### src/hw/isa_pkg.sv
`default_nettype none

package isa_pkg;

   // instruction field widths
   localparam int NB_INSTR     = 32;
   localparam int NB_OPCODE    = 6;
   localparam int NB_FUNCT     = 6;
   localparam int NB_REG_IDX   = 5;
   localparam int NB_IMM       = 16;
   localparam int NB_INDEX     = 26;
   localparam int NB_SHAMT     = 5;
   localparam int NB_JUMP_KEEP = 28; // low target bits taken from index << 2

   // field positions, lsb of each
   localparam int OPCODE_LSB = 26;
   localparam int RS_LSB     = 21;
   localparam int RT_LSB     = 16;
   localparam int RD_LSB     = 11;
   localparam int SHAMT_LSB  = 6;

   typedef logic [NB_INSTR-1:0]   instr_t;
   typedef logic [NB_OPCODE-1:0]  opcode_t;
   typedef logic [NB_FUNCT-1:0]   funct_t;
   typedef logic [NB_REG_IDX-1:0] reg_idx_t;

   localparam opcode_t OP_SPECIAL = 6'd0;
   localparam opcode_t OP_J       = 6'd2;
   localparam opcode_t OP_JAL     = 6'd3;
   localparam opcode_t OP_BEQ     = 6'd4;
   localparam opcode_t OP_BNE     = 6'd5;
   localparam opcode_t OP_ADDI    = 6'd8;
   localparam opcode_t OP_SLTI    = 6'd10;
   localparam opcode_t OP_ANDI    = 6'd12;
   localparam opcode_t OP_ORI     = 6'd13;
   localparam opcode_t OP_XORI    = 6'd14;
   localparam opcode_t OP_LUI     = 6'd15;
   localparam opcode_t OP_LB      = 6'd32;
   localparam opcode_t OP_LH      = 6'd33;
   localparam opcode_t OP_LW      = 6'd35;
   localparam opcode_t OP_LBU     = 6'd36;
   localparam opcode_t OP_LHU     = 6'd37;
   localparam opcode_t OP_LWU     = 6'd39;
   localparam opcode_t OP_SB      = 6'd40;
   localparam opcode_t OP_SH      = 6'd41;
   localparam opcode_t OP_SW      = 6'd43;

   // special opcode function codes
   localparam funct_t FN_SLL  = 6'd0;
   localparam funct_t FN_SRL  = 6'd2;
   localparam funct_t FN_SRA  = 6'd3;
   localparam funct_t FN_JR   = 6'd8;
   localparam funct_t FN_JALR = 6'd9;

endpackage

`default_nettype wire

### src/hw/ctrl_pkg.sv
`default_nettype none

package ctrl_pkg;

   // immediate extension kind
   typedef logic [1:0] ext_kind_t;
   localparam ext_kind_t EXT_JUMP  = 2'd0; // 26 bit index, zero filled
   localparam ext_kind_t EXT_SIGN  = 2'd1;
   localparam ext_kind_t EXT_ZERO  = 2'd2;
   localparam ext_kind_t EXT_SHAMT = 2'd3; // bits 10..6, zero filled

   typedef logic [3:0] alu_op_t;
   localparam alu_op_t ALU_NONE = 4'd0;
   localparam alu_op_t ALU_ADD  = 4'd1;
   localparam alu_op_t ALU_SLT  = 4'd2;
   localparam alu_op_t ALU_AND  = 4'd3;
   localparam alu_op_t ALU_OR   = 4'd4;
   localparam alu_op_t ALU_XOR  = 4'd5;
   localparam alu_op_t ALU_LUI  = 4'd6;
   localparam alu_op_t ALU_LINK = 4'd7; // return address
   localparam alu_op_t ALU_FUNC = 4'd8; // execute decodes funct

   // alu operand a / b sources
   typedef logic [1:0] a_sel_t;
   localparam a_sel_t A_PC    = 2'd0;
   localparam a_sel_t A_RS    = 2'd1;
   localparam a_sel_t A_SHAMT = 2'd2;
   localparam a_sel_t A_NONE  = 2'd3;

   typedef logic b_sel_t;
   localparam b_sel_t B_RT  = 1'b0;
   localparam b_sel_t B_IMM = 1'b1;

   typedef logic [1:0] dest_sel_t;
   localparam dest_sel_t DEST_RD  = 2'd0;
   localparam dest_sel_t DEST_RT  = 2'd1;
   localparam dest_sel_t DEST_R31 = 2'd2;

   // access size, same code for read and write
   typedef logic [1:0] mem_size_t;
   localparam mem_size_t MEM_OFF  = 2'd0;
   localparam mem_size_t MEM_BYTE = 2'd1;
   localparam mem_size_t MEM_HALF = 2'd2;
   localparam mem_size_t MEM_WORD = 2'd3;

   typedef logic [1:0] wb_src_t;
   localparam wb_src_t WB_ALU   = 2'd0;
   localparam wb_src_t WB_MEM   = 2'd1;
   localparam wb_src_t WB_SBYTE = 2'd2; // sign extended byte load
   localparam wb_src_t WB_SHALF = 2'd3; // sign extended half load

endpackage

`default_nettype wire

### src/hw/decode_ctrl.sv
`timescale 1ns/1ns
`default_nettype none

module decode_ctrl (
   input  isa_pkg::opcode_t     i_opcode,
   input  isa_pkg::funct_t      i_funct,
   output ctrl_pkg::ext_kind_t  o_ext_kind,
   output ctrl_pkg::alu_op_t    o_alu_op,
   output ctrl_pkg::a_sel_t     o_a_sel,
   output ctrl_pkg::b_sel_t     o_b_sel,
   output ctrl_pkg::dest_sel_t  o_dest_sel,
   output ctrl_pkg::mem_size_t  o_mem_rd,
   output ctrl_pkg::mem_size_t  o_mem_wr,
   output ctrl_pkg::wb_src_t    o_wb_src,
   output logic                 o_wb_en,
   output logic                 o_beq,
   output logic                 o_bne,
   output logic                 o_jump,
   output logic                 o_reg_jump
);
   import isa_pkg::*;
   import ctrl_pkg::*;

   logic special_jump; // jr or jalr

   assign special_jump = (i_funct == FN_JR) || (i_funct == FN_JALR);

   always_comb begin
      // inactive instruction unless a row says otherwise
      o_ext_kind = EXT_SIGN;
      o_alu_op   = ALU_NONE;
      o_a_sel    = A_NONE;
      o_b_sel    = B_IMM;
      o_dest_sel = DEST_RD;
      o_mem_rd   = MEM_OFF;
      o_mem_wr   = MEM_OFF;
      o_wb_src   = WB_ALU;
      o_wb_en    = 1'b0;
      o_beq      = 1'b0;
      o_bne      = 1'b0;
      o_jump     = 1'b0;
      o_reg_jump = 1'b0;

      case (i_opcode)
         OP_J, OP_JAL: begin
            o_ext_kind = EXT_JUMP;
            o_jump     = 1'b1;
            if (i_opcode == OP_JAL) begin // link into r31
               o_alu_op   = ALU_LINK;
               o_a_sel    = A_PC;
               o_dest_sel = DEST_R31;
               o_wb_en    = 1'b1;
            end
         end
         OP_BEQ: o_beq = 1'b1;
         OP_BNE: o_bne = 1'b1;
         OP_ADDI, OP_SLTI, OP_ANDI, OP_ORI, OP_XORI: begin
            o_a_sel    = A_RS;
            o_dest_sel = DEST_RT;
            o_wb_en    = 1'b1;
            case (i_opcode)
               OP_ADDI: o_alu_op = ALU_ADD;
               OP_SLTI: o_alu_op = ALU_SLT;
               OP_ANDI: o_alu_op = ALU_AND;
               OP_ORI:  o_alu_op = ALU_OR;
               default: o_alu_op = ALU_XOR;
            endcase
            // logical ops take the immediate unsigned
            if (i_opcode != OP_ADDI && i_opcode != OP_SLTI) begin
               o_ext_kind = EXT_ZERO;
            end
         end
         OP_LUI: begin
            o_ext_kind = EXT_ZERO;
            o_alu_op   = ALU_LUI;
            o_dest_sel = DEST_RT;
            o_wb_en    = 1'b1;
         end
         OP_LB, OP_LH, OP_LW, OP_LBU, OP_LHU, OP_LWU: begin
            o_alu_op   = ALU_ADD; // base + offset
            o_a_sel    = A_RS;
            o_dest_sel = DEST_RT;
            o_wb_en    = 1'b1;
            o_wb_src   = WB_MEM;
            case (i_opcode)
               OP_LB:   o_mem_rd = MEM_BYTE;
               OP_LBU:  o_mem_rd = MEM_BYTE;
               OP_LH:   o_mem_rd = MEM_HALF;
               OP_LHU:  o_mem_rd = MEM_HALF;
               default: o_mem_rd = MEM_WORD;
            endcase
            if (i_opcode == OP_LB) o_wb_src = WB_SBYTE;
            if (i_opcode == OP_LH) o_wb_src = WB_SHALF;
         end
         OP_SB, OP_SH, OP_SW: begin
            o_alu_op   = ALU_ADD;
            o_a_sel    = A_RS;
            o_dest_sel = DEST_RT;
            o_wb_src   = WB_MEM;
            case (i_opcode)
               OP_SB:   o_mem_wr = MEM_BYTE;
               OP_SH:   o_mem_wr = MEM_HALF;
               default: o_mem_wr = MEM_WORD;
            endcase
         end
         OP_SPECIAL: begin
            o_ext_kind = EXT_SHAMT;
            o_alu_op   = ALU_FUNC;
            o_b_sel    = B_RT;
            o_dest_sel = DEST_RD;
            case (i_funct)
               FN_JALR:                 o_a_sel = A_PC;
               FN_SLL, FN_SRL, FN_SRA:  o_a_sel = A_SHAMT;
               default:                 o_a_sel = A_RS;
            endcase
            o_jump     = special_jump;
            o_reg_jump = special_jump;
            // funct 0 with zero fields is the nop encoding
            o_wb_en    = !(i_funct == FN_JR || i_funct == FN_SLL);
         end
         default: ; // unknown opcodes stay inactive
      endcase
   end

   // the execute stage assumes a single control flow kind per instruction
   always_comb begin
      a_flow_onehot: assert ($onehot0({o_beq, o_bne, o_jump}))
         else $error("decode_ctrl: several control flow flags for opcode %0d", i_opcode);
   end

endmodule

`default_nettype wire

### src/hw/reg_file.sv
`timescale 1ns/1ns
`default_nettype none

module reg_file #(
   parameter int NB_DATA = 32
) (
   input  logic               i_clk,
   input  logic               i_rst,
   input  isa_pkg::reg_idx_t  i_rs_idx,
   input  isa_pkg::reg_idx_t  i_rt_idx,
   input  isa_pkg::reg_idx_t  i_wr_idx,
   input  logic [NB_DATA-1:0] i_wr_data,
   input  logic               i_wr_en,
   output logic [NB_DATA-1:0] o_rs,
   output logic [NB_DATA-1:0] o_rt
);
   import isa_pkg::*;

   localparam int N_REGS = 2 ** NB_REG_IDX;

   logic [NB_DATA-1:0] regs [N_REGS];

   always_ff @(posedge i_clk) begin
      if (i_rst) begin
         for (int i = 0; i < N_REGS; i++) begin
            regs[i] <= '0;
         end
      end else if (i_wr_en && i_wr_idx != '0) begin // r0 is hardwired
         regs[i_wr_idx] <= i_wr_data;
      end
   end

   // no bypass, a read in the write cycle still sees the old value
   assign o_rs = (i_rs_idx == '0) ? '0 : regs[i_rs_idx];
   assign o_rt = (i_rt_idx == '0) ? '0 : regs[i_rt_idx];

endmodule

`default_nettype wire

### src/hw/imm_extend.sv
`timescale 1ns/1ns
`default_nettype none

module imm_extend #(
   parameter int NB_DATA = 32
) (
   input  isa_pkg::instr_t     i_instr,
   input  ctrl_pkg::ext_kind_t i_ext_kind,
   output logic [NB_DATA-1:0]  o_imm
);
   import isa_pkg::*;
   import ctrl_pkg::*;

   always_comb begin
      case (i_ext_kind)
         EXT_JUMP:  o_imm = {{(NB_DATA-NB_INDEX){1'b0}}, i_instr[NB_INDEX-1:0]};
         EXT_SIGN:  o_imm = {{(NB_DATA-NB_IMM){i_instr[NB_IMM-1]}}, i_instr[NB_IMM-1:0]};
         EXT_ZERO:  o_imm = {{(NB_DATA-NB_IMM){1'b0}}, i_instr[NB_IMM-1:0]};
         // shift amount for sll / srl / sra
         EXT_SHAMT: o_imm = {{(NB_DATA-NB_SHAMT){1'b0}}, i_instr[SHAMT_LSB +: NB_SHAMT]};
      endcase
   end

endmodule

`default_nettype wire

### src/hw/branch_unit.sv
`timescale 1ns/1ns
`default_nettype none

module branch_unit #(
   parameter int NB_DATA = 32
) (
   input  logic [NB_DATA-1:0] i_pc,  // already incremented
   input  logic [NB_DATA-1:0] i_imm,
   input  logic [NB_DATA-1:0] i_rs,
   input  logic [NB_DATA-1:0] i_rt,
   input  logic               i_beq,
   input  logic               i_bne,
   input  logic               i_jump,
   input  logic               i_reg_jump,
   output logic [NB_DATA-1:0] o_branch_addr,
   output logic [NB_DATA-1:0] o_jump_addr,
   output logic               o_branch_taken,
   output logic               o_pc_src,
   output logic               o_flush
);
   import isa_pkg::*;

   logic [NB_DATA-1:0] imm_word; // offset in bytes
   logic               operands_equal;
   logic               taken;

   assign imm_word       = i_imm << 2;
   assign operands_equal = (i_rs == i_rt);

   assign o_branch_addr = i_pc + imm_word;

   // jr / jalr take rs, j / jal keep the pc region bits
   assign o_jump_addr = i_reg_jump ? i_rs :
                        {i_pc[NB_DATA-1:NB_JUMP_KEEP], imm_word[NB_JUMP_KEEP-1:0]};

   assign taken          = (i_beq && operands_equal) || (i_bne && !operands_equal);
   assign o_branch_taken = taken;
   assign o_pc_src       = i_jump;
   assign o_flush        = taken || i_jump; // kill the fetched instr

endmodule

`default_nettype wire

### src/hw/id_ex_reg.sv
`timescale 1ns/1ns
`default_nettype none

module id_ex_reg #(
   parameter int NB_DATA = 32
) (
   input  logic                 i_clk,
   input  logic                 i_rst,
   input  logic                 i_bubble,
   input  logic [NB_DATA-1:0]   i_pc,
   input  logic [NB_DATA-1:0]   i_rs,
   input  logic [NB_DATA-1:0]   i_rt,
   input  logic [NB_DATA-1:0]   i_imm,
   input  isa_pkg::funct_t      i_funct,
   input  isa_pkg::reg_idx_t    i_rs_num,
   input  isa_pkg::reg_idx_t    i_rt_num,
   input  isa_pkg::reg_idx_t    i_rd_num,
   input  ctrl_pkg::alu_op_t    i_alu_op,
   input  ctrl_pkg::a_sel_t     i_a_sel,
   input  ctrl_pkg::b_sel_t     i_b_sel,
   input  ctrl_pkg::dest_sel_t  i_dest_sel,
   input  ctrl_pkg::mem_size_t  i_mem_rd,
   input  ctrl_pkg::mem_size_t  i_mem_wr,
   input  logic                 i_wb_en,
   input  ctrl_pkg::wb_src_t    i_wb_src,
   output logic [NB_DATA-1:0]   o_ex_pc,
   output logic [NB_DATA-1:0]   o_ex_rs,
   output logic [NB_DATA-1:0]   o_ex_rt,
   output logic [NB_DATA-1:0]   o_ex_imm,
   output isa_pkg::funct_t      o_ex_funct,
   output isa_pkg::reg_idx_t    o_ex_rs_num,
   output isa_pkg::reg_idx_t    o_ex_rt_num,
   output isa_pkg::reg_idx_t    o_ex_rd_num,
   output ctrl_pkg::alu_op_t    o_ex_alu_op,
   output ctrl_pkg::a_sel_t     o_ex_a_sel,
   output ctrl_pkg::b_sel_t     o_ex_b_sel,
   output ctrl_pkg::dest_sel_t  o_ex_dest_sel,
   output ctrl_pkg::mem_size_t  o_mem_rd,
   output ctrl_pkg::mem_size_t  o_mem_wr,
   output logic                 o_wb_en,
   output ctrl_pkg::wb_src_t    o_wb_src
);
   import ctrl_pkg::*;

   always_ff @(posedge i_clk) begin
      if (i_rst) begin
         o_ex_pc       <= '0;
         o_ex_rs       <= '0;
         o_ex_rt       <= '0;
         o_ex_imm      <= '0;
         o_ex_funct    <= '0;
         o_ex_rs_num   <= '0;
         o_ex_rt_num   <= '0;
         o_ex_rd_num   <= '0;
         o_ex_alu_op   <= '0;
         o_ex_a_sel    <= '0;
         o_ex_b_sel    <= '0;
         o_ex_dest_sel <= '0;
         o_mem_rd      <= '0;
         o_mem_wr      <= '0;
         o_wb_en       <= 1'b0;
         o_wb_src      <= '0;
      end else begin
         // data still moves on a bubble
         o_ex_pc       <= i_pc;
         o_ex_rs       <= i_rs;
         o_ex_rt       <= i_rt;
         o_ex_imm      <= i_imm;
         o_ex_funct    <= i_funct;
         o_ex_rs_num   <= i_rs_num;
         o_ex_rt_num   <= i_rt_num;
         o_ex_rd_num   <= i_rd_num;
         // all zero, not the decode defaults
         o_ex_alu_op   <= i_bubble ? '0 : i_alu_op;
         o_ex_a_sel    <= i_bubble ? '0 : i_a_sel;
         o_ex_b_sel    <= i_bubble ? '0 : i_b_sel;
         o_ex_dest_sel <= i_bubble ? '0 : i_dest_sel;
         o_mem_rd      <= i_bubble ? '0 : i_mem_rd;
         o_mem_wr      <= i_bubble ? '0 : i_mem_wr;
         o_wb_en       <= i_bubble ? 1'b0 : i_wb_en;
         o_wb_src      <= i_bubble ? '0 : i_wb_src;
      end
   end

   // a bubble must never reach memory or the register file
   a_bubble_quiet: assert property (@(posedge i_clk) disable iff (i_rst)
      i_bubble |=> (!o_wb_en && o_mem_rd == MEM_OFF && o_mem_wr == MEM_OFF))
      else $error("id_ex_reg: side effect leaked through a bubble");

endmodule

`default_nettype wire

### src/hw/decode_stage.sv
`timescale 1ns/1ns
`default_nettype none

module decode_stage #(
   parameter int NB_DATA = 32
) (
   input  logic                 i_clk,
   input  logic                 i_rst,
   input  logic [NB_DATA-1:0]   i_pc,  // pc + 4 from fetch
   input  isa_pkg::instr_t      i_instr,
   input  logic [NB_DATA-1:0]   i_wb_data,
   input  isa_pkg::reg_idx_t    i_wb_dst,
   input  logic                 i_wb_en,
   input  logic                 i_bubble,
   output logic [NB_DATA-1:0]   o_ex_pc,
   output logic [NB_DATA-1:0]   o_ex_rs,
   output logic [NB_DATA-1:0]   o_ex_rt,
   output logic [NB_DATA-1:0]   o_ex_imm,
   output isa_pkg::funct_t      o_ex_funct,
   output isa_pkg::reg_idx_t    o_ex_rs_num,
   output isa_pkg::reg_idx_t    o_ex_rt_num,
   output isa_pkg::reg_idx_t    o_ex_rd_num,
   output ctrl_pkg::alu_op_t    o_ex_alu_op,
   output ctrl_pkg::a_sel_t     o_ex_a_sel,
   output ctrl_pkg::b_sel_t     o_ex_b_sel,
   output ctrl_pkg::dest_sel_t  o_ex_dest_sel,
   output ctrl_pkg::mem_size_t  o_mem_rd,
   output ctrl_pkg::mem_size_t  o_mem_wr,
   output logic                 o_wb_en,
   output ctrl_pkg::wb_src_t    o_wb_src,
   output logic [NB_DATA-1:0]   o_branch_addr,
   output logic [NB_DATA-1:0]   o_jump_addr,
   output logic                 o_branch_taken,
   output logic                 o_pc_src,
   output logic                 o_flush,
   output logic                 o_is_branch,
   output logic                 o_is_reg_jump
);
   import isa_pkg::*;
   import ctrl_pkg::*;

   // instruction fields
   opcode_t  opcode;
   funct_t   funct;
   reg_idx_t rs_idx;
   reg_idx_t rt_idx;
   reg_idx_t rd_idx;

   // decoded controls
   ext_kind_t ext_kind;
   alu_op_t   alu_op;
   a_sel_t    a_sel;
   b_sel_t    b_sel;
   dest_sel_t dest_sel;
   mem_size_t mem_rd;
   mem_size_t mem_wr;
   wb_src_t   wb_src;
   logic      wb_en;
   logic      beq;
   logic      bne;
   logic      jump;
   logic      reg_jump;

   logic [NB_DATA-1:0] imm;
   logic [NB_DATA-1:0] rs_val;
   logic [NB_DATA-1:0] rt_val;

   assign opcode = i_instr[OPCODE_LSB +: NB_OPCODE];
   assign funct  = i_instr[NB_FUNCT-1:0];
   assign rs_idx = i_instr[RS_LSB +: NB_REG_IDX];
   assign rt_idx = i_instr[RT_LSB +: NB_REG_IDX];
   assign rd_idx = i_instr[RD_LSB +: NB_REG_IDX];

   // hazard unit needs these before the edge
   assign o_is_branch   = beq || bne;
   assign o_is_reg_jump = reg_jump;

   decode_ctrl u_decode_ctrl (
      .i_opcode   (opcode),
      .i_funct    (funct),
      .o_ext_kind (ext_kind),
      .o_alu_op   (alu_op),
      .o_a_sel    (a_sel),
      .o_b_sel    (b_sel),
      .o_dest_sel (dest_sel),
      .o_mem_rd   (mem_rd),
      .o_mem_wr   (mem_wr),
      .o_wb_src   (wb_src),
      .o_wb_en    (wb_en),
      .o_beq      (beq),
      .o_bne      (bne),
      .o_jump     (jump),
      .o_reg_jump (reg_jump)
   );

   reg_file #(.NB_DATA(NB_DATA)) u_reg_file (
      .i_clk     (i_clk),
      .i_rst     (i_rst),
      .i_rs_idx  (rs_idx),
      .i_rt_idx  (rt_idx),
      .i_wr_idx  (i_wb_dst),
      .i_wr_data (i_wb_data),
      .i_wr_en   (i_wb_en),
      .o_rs      (rs_val),
      .o_rt      (rt_val)
   );

   imm_extend #(.NB_DATA(NB_DATA)) u_imm_extend (
      .i_instr    (i_instr),
      .i_ext_kind (ext_kind),
      .o_imm      (imm)
   );

   branch_unit #(.NB_DATA(NB_DATA)) u_branch_unit (
      .i_pc           (i_pc),
      .i_imm          (imm),
      .i_rs           (rs_val),
      .i_rt           (rt_val),
      .i_beq          (beq),
      .i_bne          (bne),
      .i_jump         (jump),
      .i_reg_jump     (reg_jump),
      .o_branch_addr  (o_branch_addr),
      .o_jump_addr    (o_jump_addr),
      .o_branch_taken (o_branch_taken),
      .o_pc_src       (o_pc_src),
      .o_flush        (o_flush)
   );

   id_ex_reg #(.NB_DATA(NB_DATA)) u_id_ex_reg (
      .i_clk         (i_clk),
      .i_rst         (i_rst),
      .i_bubble      (i_bubble),
      .i_pc          (i_pc),
      .i_rs          (rs_val),
      .i_rt          (rt_val),
      .i_imm         (imm),
      .i_funct       (funct),
      .i_rs_num      (rs_idx),
      .i_rt_num      (rt_idx),
      .i_rd_num      (rd_idx),
      .i_alu_op      (alu_op),
      .i_a_sel       (a_sel),
      .i_b_sel       (b_sel),
      .i_dest_sel    (dest_sel),
      .i_mem_rd      (mem_rd),
      .i_mem_wr      (mem_wr),
      .i_wb_en       (wb_en),
      .i_wb_src      (wb_src),
      .o_ex_pc       (o_ex_pc),
      .o_ex_rs       (o_ex_rs),
      .o_ex_rt       (o_ex_rt),
      .o_ex_imm      (o_ex_imm),
      .o_ex_funct    (o_ex_funct),
      .o_ex_rs_num   (o_ex_rs_num),
      .o_ex_rt_num   (o_ex_rt_num),
      .o_ex_rd_num   (o_ex_rd_num),
      .o_ex_alu_op   (o_ex_alu_op),
      .o_ex_a_sel    (o_ex_a_sel),
      .o_ex_b_sel    (o_ex_b_sel),
      .o_ex_dest_sel (o_ex_dest_sel),
      .o_mem_rd      (o_mem_rd),
      .o_mem_wr      (o_mem_wr),
      .o_wb_en       (o_wb_en),
      .o_wb_src      (o_wb_src)
   );

endmodule

`default_nettype wire

### config.mk
export PLATFORM = sky130hd
export DESIGN_NAME = decode_stage
export DESIGN_NICKNAME = d
export VERILOG_FILES = /design/src/hw/isa_pkg.sv /design/src/hw/ctrl_pkg.sv /design/src/hw/decode_ctrl.sv /design/src/hw/reg_file.sv /design/src/hw/imm_extend.sv /design/src/hw/branch_unit.sv /design/src/hw/id_ex_reg.sv /design/src/hw/decode_stage.sv
export SDC_FILE = /design/constraint.sdc
export NUM_CORES = 2
export LEC_CHECK = 0
export BUFFER_PORTS_ARGS = -buffer_cell sky130_fd_sc_hd__clkbuf_2
export CAP_MARGIN = 25
export CORE_MARGIN = 2
export CORE_UTILIZATION = 45
export CTS_CLUSTER_SIZE = 12
export DETAILED_ROUTE_END_ITERATION = 16
export SYNTH_ARGS = -nofsm -noshare
export SYNTH_HDL_FRONTEND = slang
export SYNTH_SLANG_ARGS = --single-unit
### constraint.sdc
create_clock -name i_clk -period 4.2 [get_ports i_clk]
set_input_delay 0.42 -clock i_clk [delete_from_list [all_inputs] [get_ports i_clk]]
set_output_delay 0.42 -clock i_clk [all_outputs]
set_load 0.01 [all_outputs]
* Word-level counts from Yosys, hierarchy flattened
Memory sizes are Yosys's and may differ from the RTL's.
Index checks and enable logic that the tools add are counted.
** Word-level totals
- Bits in registers :: 165
- Bits in writable memories :: 1024
- Memories :: 1
** Cells by class
- Add/subtract/negate cells :: 1
- Eq/ne operators :: 29
- Mux-type cells :: 34
- Bitwise logic cells :: 2
- Reductions and logical operators :: 32
** Memory list
- u_reg_file.regs :: words 32, width 32, rd ports 2, clocked after Yosys merged registers in 0, write ports 32, RTL line reg_file.sv:21 : logic [NB_DATA-1:0] regs [N_REGS];
** Operator list (number)
- $mux 32 :: 4
- $pmux 32 s4 :: 1
- $eq 6x6->1 const B :: 9
- $eq 6x4->1 const B :: 8
- $add 32x32->32 :: 1
- $eq 32x32->1 :: 1
- $reduce_or 32->1 :: 1
- $eq 6x2->1 const B :: 4
- $pmux 2 s2 :: 5
- $pmux 4 s5 :: 1
- $reduce_or 15->1 :: 1
- $reduce_or 14->1 :: 1
- $eq 6x3->1 const B :: 2
- $logic_not 6->1 :: 2
- $ne 6x4->1 const B :: 2
- $pmux 3 s4 :: 1
- $reduce_or 12->1 :: 1
- $reduce_or 3->1 :: 4
- $mux 1 :: 11
- $logic_not 5->1 :: 2
- $mux 2 :: 5
- $reduce_or 9->1 :: 1
- $pmux 2 s4 :: 1
- $reduce_or 2->1 :: 4
- other kinds (15) :: 25

* Logic depth before layout (Yosys ltp)
- Depth after elaboration :: 7
- Gate-level depth with buffers :: 18
- Gate-level depth less buffers :: 17

* By module
A second synthesis with hierarchy kept.
** Unflattened totals
- Cells, all modules :: 4592
- Area total of the unflattened synthesis :: 63096.8 sq um
** By module, submodules not included
- reg_file :: instances 1, cells an instance 3760, area each 54850.1 sq um, seq. area each 30749.5 sq um
- id_ex_reg :: instances 1, cells an instance 350, area each 4815.9 sq um, seq. area each 3303.2 sq um
- branch_unit :: instances 1, cells an instance 357, area each 2641.3 sq um, seq. area each 0.0 sq um
- decode_ctrl :: instances 1, cells an instance 76, area each 450.4 sq um, seq. area each 0.0 sq um
- imm_extend :: instances 1, cells an instance 48, area each 332.8 sq um, seq. area each 0.0 sq um
- decode_stage :: instances 1, cells an instance 1, area each 6.3 sq um, seq. area each 0.0 sq um

* Worst setup path before layout
No wires, ideal clock.
- Path type :: in2out
- Start :: in i_instr[29]
- End :: out o_branch_addr[30]
- Arrival :: 4.042 ns
- Slack :: -0.262 ns
- Stages on the path :: 17
- Cells stage by stage :: clkbuf_1 -> nor4_2 -> nand2_1 -> nand2_1 -> nand2_1 -> ha_1 -> fa_1 -> a211oi_1 -> nor2_1 -> a221o_1 -> a2111oi_2 -> o31a_1 -> o21ai_0 -> nor4_1 -> o31ai_1 -> a21oi_1 -> xnor2_1
** Between the ends
- Longest elaborated chain between the ends :: 7
- Elaborated cells between the ends (all ways) :: 22
- Those cells by class :: add/sub (1); eq/ne (13); mux (3); reduce/logical (5)
** Ends and longest elaborated chain
- start, declared :: RTL line decode_stage.sv:10 : input isa_pkg::instr_t i_instr,
- $ne 6x4->1 :: RTL line decode_ctrl.sv:69 : if (i_opcode != OP_ADDI && i_opcode != OP_SLTI) begin
- $logic_and 1x1->1 :: RTL line decode_ctrl.sv:69
- $mux 2 :: RTL line decode_ctrl.sv:69
- $pmux 2 s4 (*) :: RTL line decode_ctrl.sv:44 : case (i_opcode)
- $eq 2x2->1 (tied with other cells) :: RTL line imm_extend.sv:15 : case (i_ext_kind)
- $pmux 32 s4 (*) :: RTL line imm_extend.sv:15
- named net imm[0] :: RTL line decode_stage.sv:64 : logic [NB_DATA-1:0] imm;
- $add 32x32->32 (*) :: RTL line branch_unit.sv:30 : assign o_branch_addr = i_pc + imm_word;
- end, declared :: RTL line decode_stage.sv:31 : output logic [NB_DATA-1:0] o_branch_addr,
Mark *: on every way through the listed nets, which the timed path passes. The rest lies on a longest branch.

* Final worst setup path
- Start :: in i_instr[18]
- End :: out o_flush
** Between the ends
- Longest elaborated chain between the ends :: 7
- Elaborated cells between the ends (all ways) :: 9
- Those cells by class :: eq/ne (1); mux (1); reduce/logical (6); memory (1)
** Ends and longest elaborated chain
- $mem_v2 32x32 / $logic_not 5->1 (equally long branches)
- $mux 32 (*) :: RTL line reg_file.sv:35 : assign o_rt = (i_rt_idx == '0) ? '0 : regs[i_rt_idx];
- $eq 32x32->1 (*) :: RTL line branch_unit.sv:28 : assign operands_equal = (i_rs == i_rt);
- $logic_not 1->1 :: RTL line branch_unit.sv:36 : assign taken = (i_beq && operands_equal) || (i_bne && !operands_equal);
- $logic_and 1x1->1 :: RTL line branch_unit.sv:36
- $logic_or 1x1->1 (*) :: RTL line branch_unit.sv:36
- $logic_or 1x1->1 (*) :: RTL line branch_unit.sv:39 : assign o_flush = taken || i_jump;
- end, declared :: RTL line decode_stage.sv:35 : output logic o_flush,
Every way passes the cells marked *; elsewhere a longest branch is shown, timed or not.

==> flow_summary_export.csv <==
group,metric,value,unit
outcome,status,"finished with violations",
outcome,violations,"setup timing",
timing,tightest_slew,1.05,ns
pwr,ir_worst_vdd,0.309,mV
grt,grt_first_pass_wirelength,337000,µm
synth,synth_most_common_cell,"edfxtp_1",
finish,fin_nets,5103,
worst_hold_path,min_path_type,"in2reg",
timing,slew_headroom,29.5,%
flow_run,cap_violations,0,
synth,synth-async-reset-ratio,0,%
drt,wirelength,247000,µm
timing,timing_hold_violations_final,0,
timing,setup_viol,6,
timing,timing.fmax,0.221,GHz
worst_setup_path,cp_max_fo,15,
finish,drive_above_1_share,33.8,%
synth,syn-instance-count,4266,
grt,grt_max_degree,97,
synth,synth_ff_type,"edfxtp_1",
floorplanning,num_rows,134,
drt,drt_iter0_drc,7015,
worst_setup_path,reg2reg_slack,1.98,ns
grt,grt_pass1_vias,42613,
drt,drt_pre_antenna_iters,5,
placed_design,dp_cells,6518,
timing,fin_crit,4.52,ns
synth,synth_top_area_cell,"edfxtp_1",
synth,netlist_area,0.0602,mm²
worst_setup_path,crit_arrival,4.10,ns
timing,period_share,108,%
finish,syn_to_final_growth,21.4,%
drt,routedWlPerCell,36.1,µm
worst_setup_path,worstReg2RegEnd,"u_id_ex_reg.o_ex_rs[20]",
finish,fin_cells,6853,
clock_tree,clock_latency,0.78,ns
synth,synth_top_area_share,51.1,%
drt,drc,0,
timing,setup_tns,-0.986,ns
floorplanning,dieWidth,370,µm
clock_tree,htree_levels,4,
pwr,netSwitchingFraction,26.5,%
timing,rsz0062_at_grt,"true",
timing,slew_violations,0,
synth,synth_edf_count,1024,
pwr,power.switching,7900,µW
synth,synth_area_per_cell,14.1,µm²
placed_design,gp_congestion,0.942,
synth,synthDistinctLibCells,65,
synth,ys_ff_latch,1184,
clock_tree,cts_num_sinks,1184,
worst_setup_path,critPathRequiredTime,3.78,ns
clock_tree,clockBufferDepth,3,
pwr,seq_power_share,46.2,%
clock_tree,cts_root_buf,"clkbuf_16",
pwr,p_leak,0.0272,µW
pwr,pwr_density_cell,408,mW/mm²
pwr,p_clk_share,38.2,%
grt,gr-usage-all-layers,35.8,%
clock_tree,path_clk_slew,0.06,ns
timing,setup_slack,-0.319,ns
clock_tree,numCtsBuffers,137,
synth,seq_area_frac_synth,56.4,%
worst_setup_path,crit_path_end,"o_flush",
pwr,combinationalPowerShare,15.6,%
worst_setup_path,r2r-start,"u_reg_file.regs[8][20]",
placed_design,dp_slack,-0.565,ns
pwr,internal-power,21900,µW
floorplanning,die_area,0.137,mm²
floorplanning,die-height,370,µm
drt,dr_total_vias,43554,
worst_setup_path,rr_worst_depth,6,
worst_setup_path,cp-start-kind,"input port",
worst_setup_path,endpoint_kind,"primary output",
placed_design,io_buffer_count,338,
timing,fin_skew,0.0265,ns
synth,yosys-top-cells-area,"edfxtp_1, mux4_2, and2_1",
synth,synth_warnings,0,
worst_setup_path,path_class,"in2out",
drt,via_per_inst,6.36,
drt,antenna_left,0,
worst_setup_path,critical_path.startpoint,"i_instr[18]",
synth,synth_common_cells,"edfxtp_1, and2_1, mux4_2",
floorplanning,num_io_pins,339,
clock_tree,tritoncts,"done",
grt,antenna_found_initial,39,
pwr,power.total,29800,µW
finish,fill_cells,10872,
floorplanning,initial_core_util,45.2,%
floorplanning,core-area,0.133,mm²
placed_design,hpwl,160000,µm
grt,overflow,0,
-- final cells by class --
type / instances / area [µm²] / share of cell area [%]
tap: 1768 / 2210 / 3.03
clock inverter: 50 / 358 / 0.489
inverter: 27 / 105 / 0.144
clock buffer: 185 / 3820 / 5.23
sequential: 1184 / 34000 / 46.4
multi-input combinational: 2666 / 25100 / 34.3
antenna: 21 / 52.6 / 0.0719
timing repair buffer: 952 / 7520 / 10.3
-- per-stage QoR --
stage | hold slack, ns | utilization [%] | cell area [µm²]
4_1_cts | 0.00339 | 54.5 | 72600
3_5_place_dp | 0.667 | 50.8 | 67600
2_1_floorplan | 0.542 | - | 60400
3_3_place_gp | 0.662 | 50.8 | 67600
6_report | 0.0323 | 54.9 | 73100
5_1_grt | 0.0300 | 54.9 | 73100
-- worst max-delay path, stage by stage --
cell	delay, ns
clkbuf_2	0.17
or3b_2	0.50
buf_12	0.19
buf_12	0.17
o22ai_1	0.23
a211oi_2	0.08
a211o_2	0.39
xnor2_4	0.21
nand4_1	0.30
nor4_2	0.36
buf_4	0.23
nand4_1	0.23
xnor2_2	0.22
o21bai_2	0.18
buf_2	0.16
-- metal layers --
metal | vias up | routed length (µm) | global-route usage (%)
li1 | 17518 | - | -
met1 | 21982 | 86900 | 44.3
met2 | 3301 | 112000 | 55.4
met3 | 743 | 32200 | 11.3
met4 | 10 | 15600 | 21.2
met5 | - | 67 | 0
-- worst min path at each step --
stage,slack (ns),start,to,depth (start not counted)
detailed placement,0.67,i_pc[0],u_id_ex_reg.o_ex_pc[0],2
CTS,0.003,i_instr[1],u_id_ex_reg.o_ex_funct[1],3
global route,0.03,i_instr[7],u_id_ex_reg.o_ex_imm[7],4
global placement,0.66,i_pc[0],u_id_ex_reg.o_ex_pc[0],2
finish,0.03,i_instr[7],u_id_ex_reg.o_ex_imm[7],4
floorplan,0.54,i_instr[11],u_id_ex_reg.o_ex_imm[11],1
-- cells by family after synthesis --
family / synth area share (%)
AO/OA/AOI/OAI: 5.77
XOR/XNOR: 0.887
adder cells (fa/ha/maj): 0.636
buffers and inverters: 3.50
flip-flops: 56.4
multiplexers: 18.5
other: 0.00623
AND/OR/NAND/NOR: 14.3
-- timing repair --
action                     CTS  global route
gates cloned                 0             1
hold buffers                46             2
buffers inserted            12            19
pin swaps                   36            35
hold endpoints to repair    62             1
setup endpoints to repair    8             9
gates resized for setup     52            68
-- sequential cells by signal, summed over array words and instances, names as in the netlist --
name / cells
u_id_ex_reg.o_ex_a_sel: 2
u_reg_file.regs: 1024
u_id_ex_reg.o_ex_imm: 27
u_id_ex_reg.o_ex_rt: 32
u_id_ex_reg.o_ex_dest_sel: 2
u_id_ex_reg.o_ex_b_sel: 1
u_id_ex_reg.o_ex_alu_op: 4
u_id_ex_reg.o_ex_rs: 32
u_id_ex_reg.o_ex_pc: 32
u_id_ex_reg.o_ex_rd_num: 5
u_id_ex_reg.o_wb_src: 2
u_id_ex_reg.o_ex_rs_num: 5
u_id_ex_reg.o_mem_rd: 2
u_id_ex_reg.o_mem_wr: 2
u_id_ex_reg.o_ex_rt_num: 5
u_id_ex_reg.o_wb_en: 1
u_id_ex_reg.o_ex_funct: 6
-- cell usage in the layout (no fill, tap or decap), types with 41 or more instances in the layout --
master / count
and2_1: 1003
o22ai_1: 79
nand2_1: 58
clkbuf_16: 143
mux2i_1: 136
dfxtp_1: 160
a22oi_1: 117
nor2b_1: 73
dlygate4sd3_1: 48
xnor2_1: 41
buf_12: 79
edfxtp_1: 1024
clkbuf_2: 321
nor2_1: 128
o21ai_0: 62
buf_4: 483
mux4_2: 417
-- power by group through the flow --
stage               Clock, µW  Sequential, µW  Combinational (µW)
finish                  11400           13800                4650
global route            11900           13800                4800
CTS                     11500           13700                4490
detailed placement          0           14000                4380
global placement            0           14000                4370
floorplan                   0           13900                2190
Note: power is estimated with default switching activity, not from simulation.
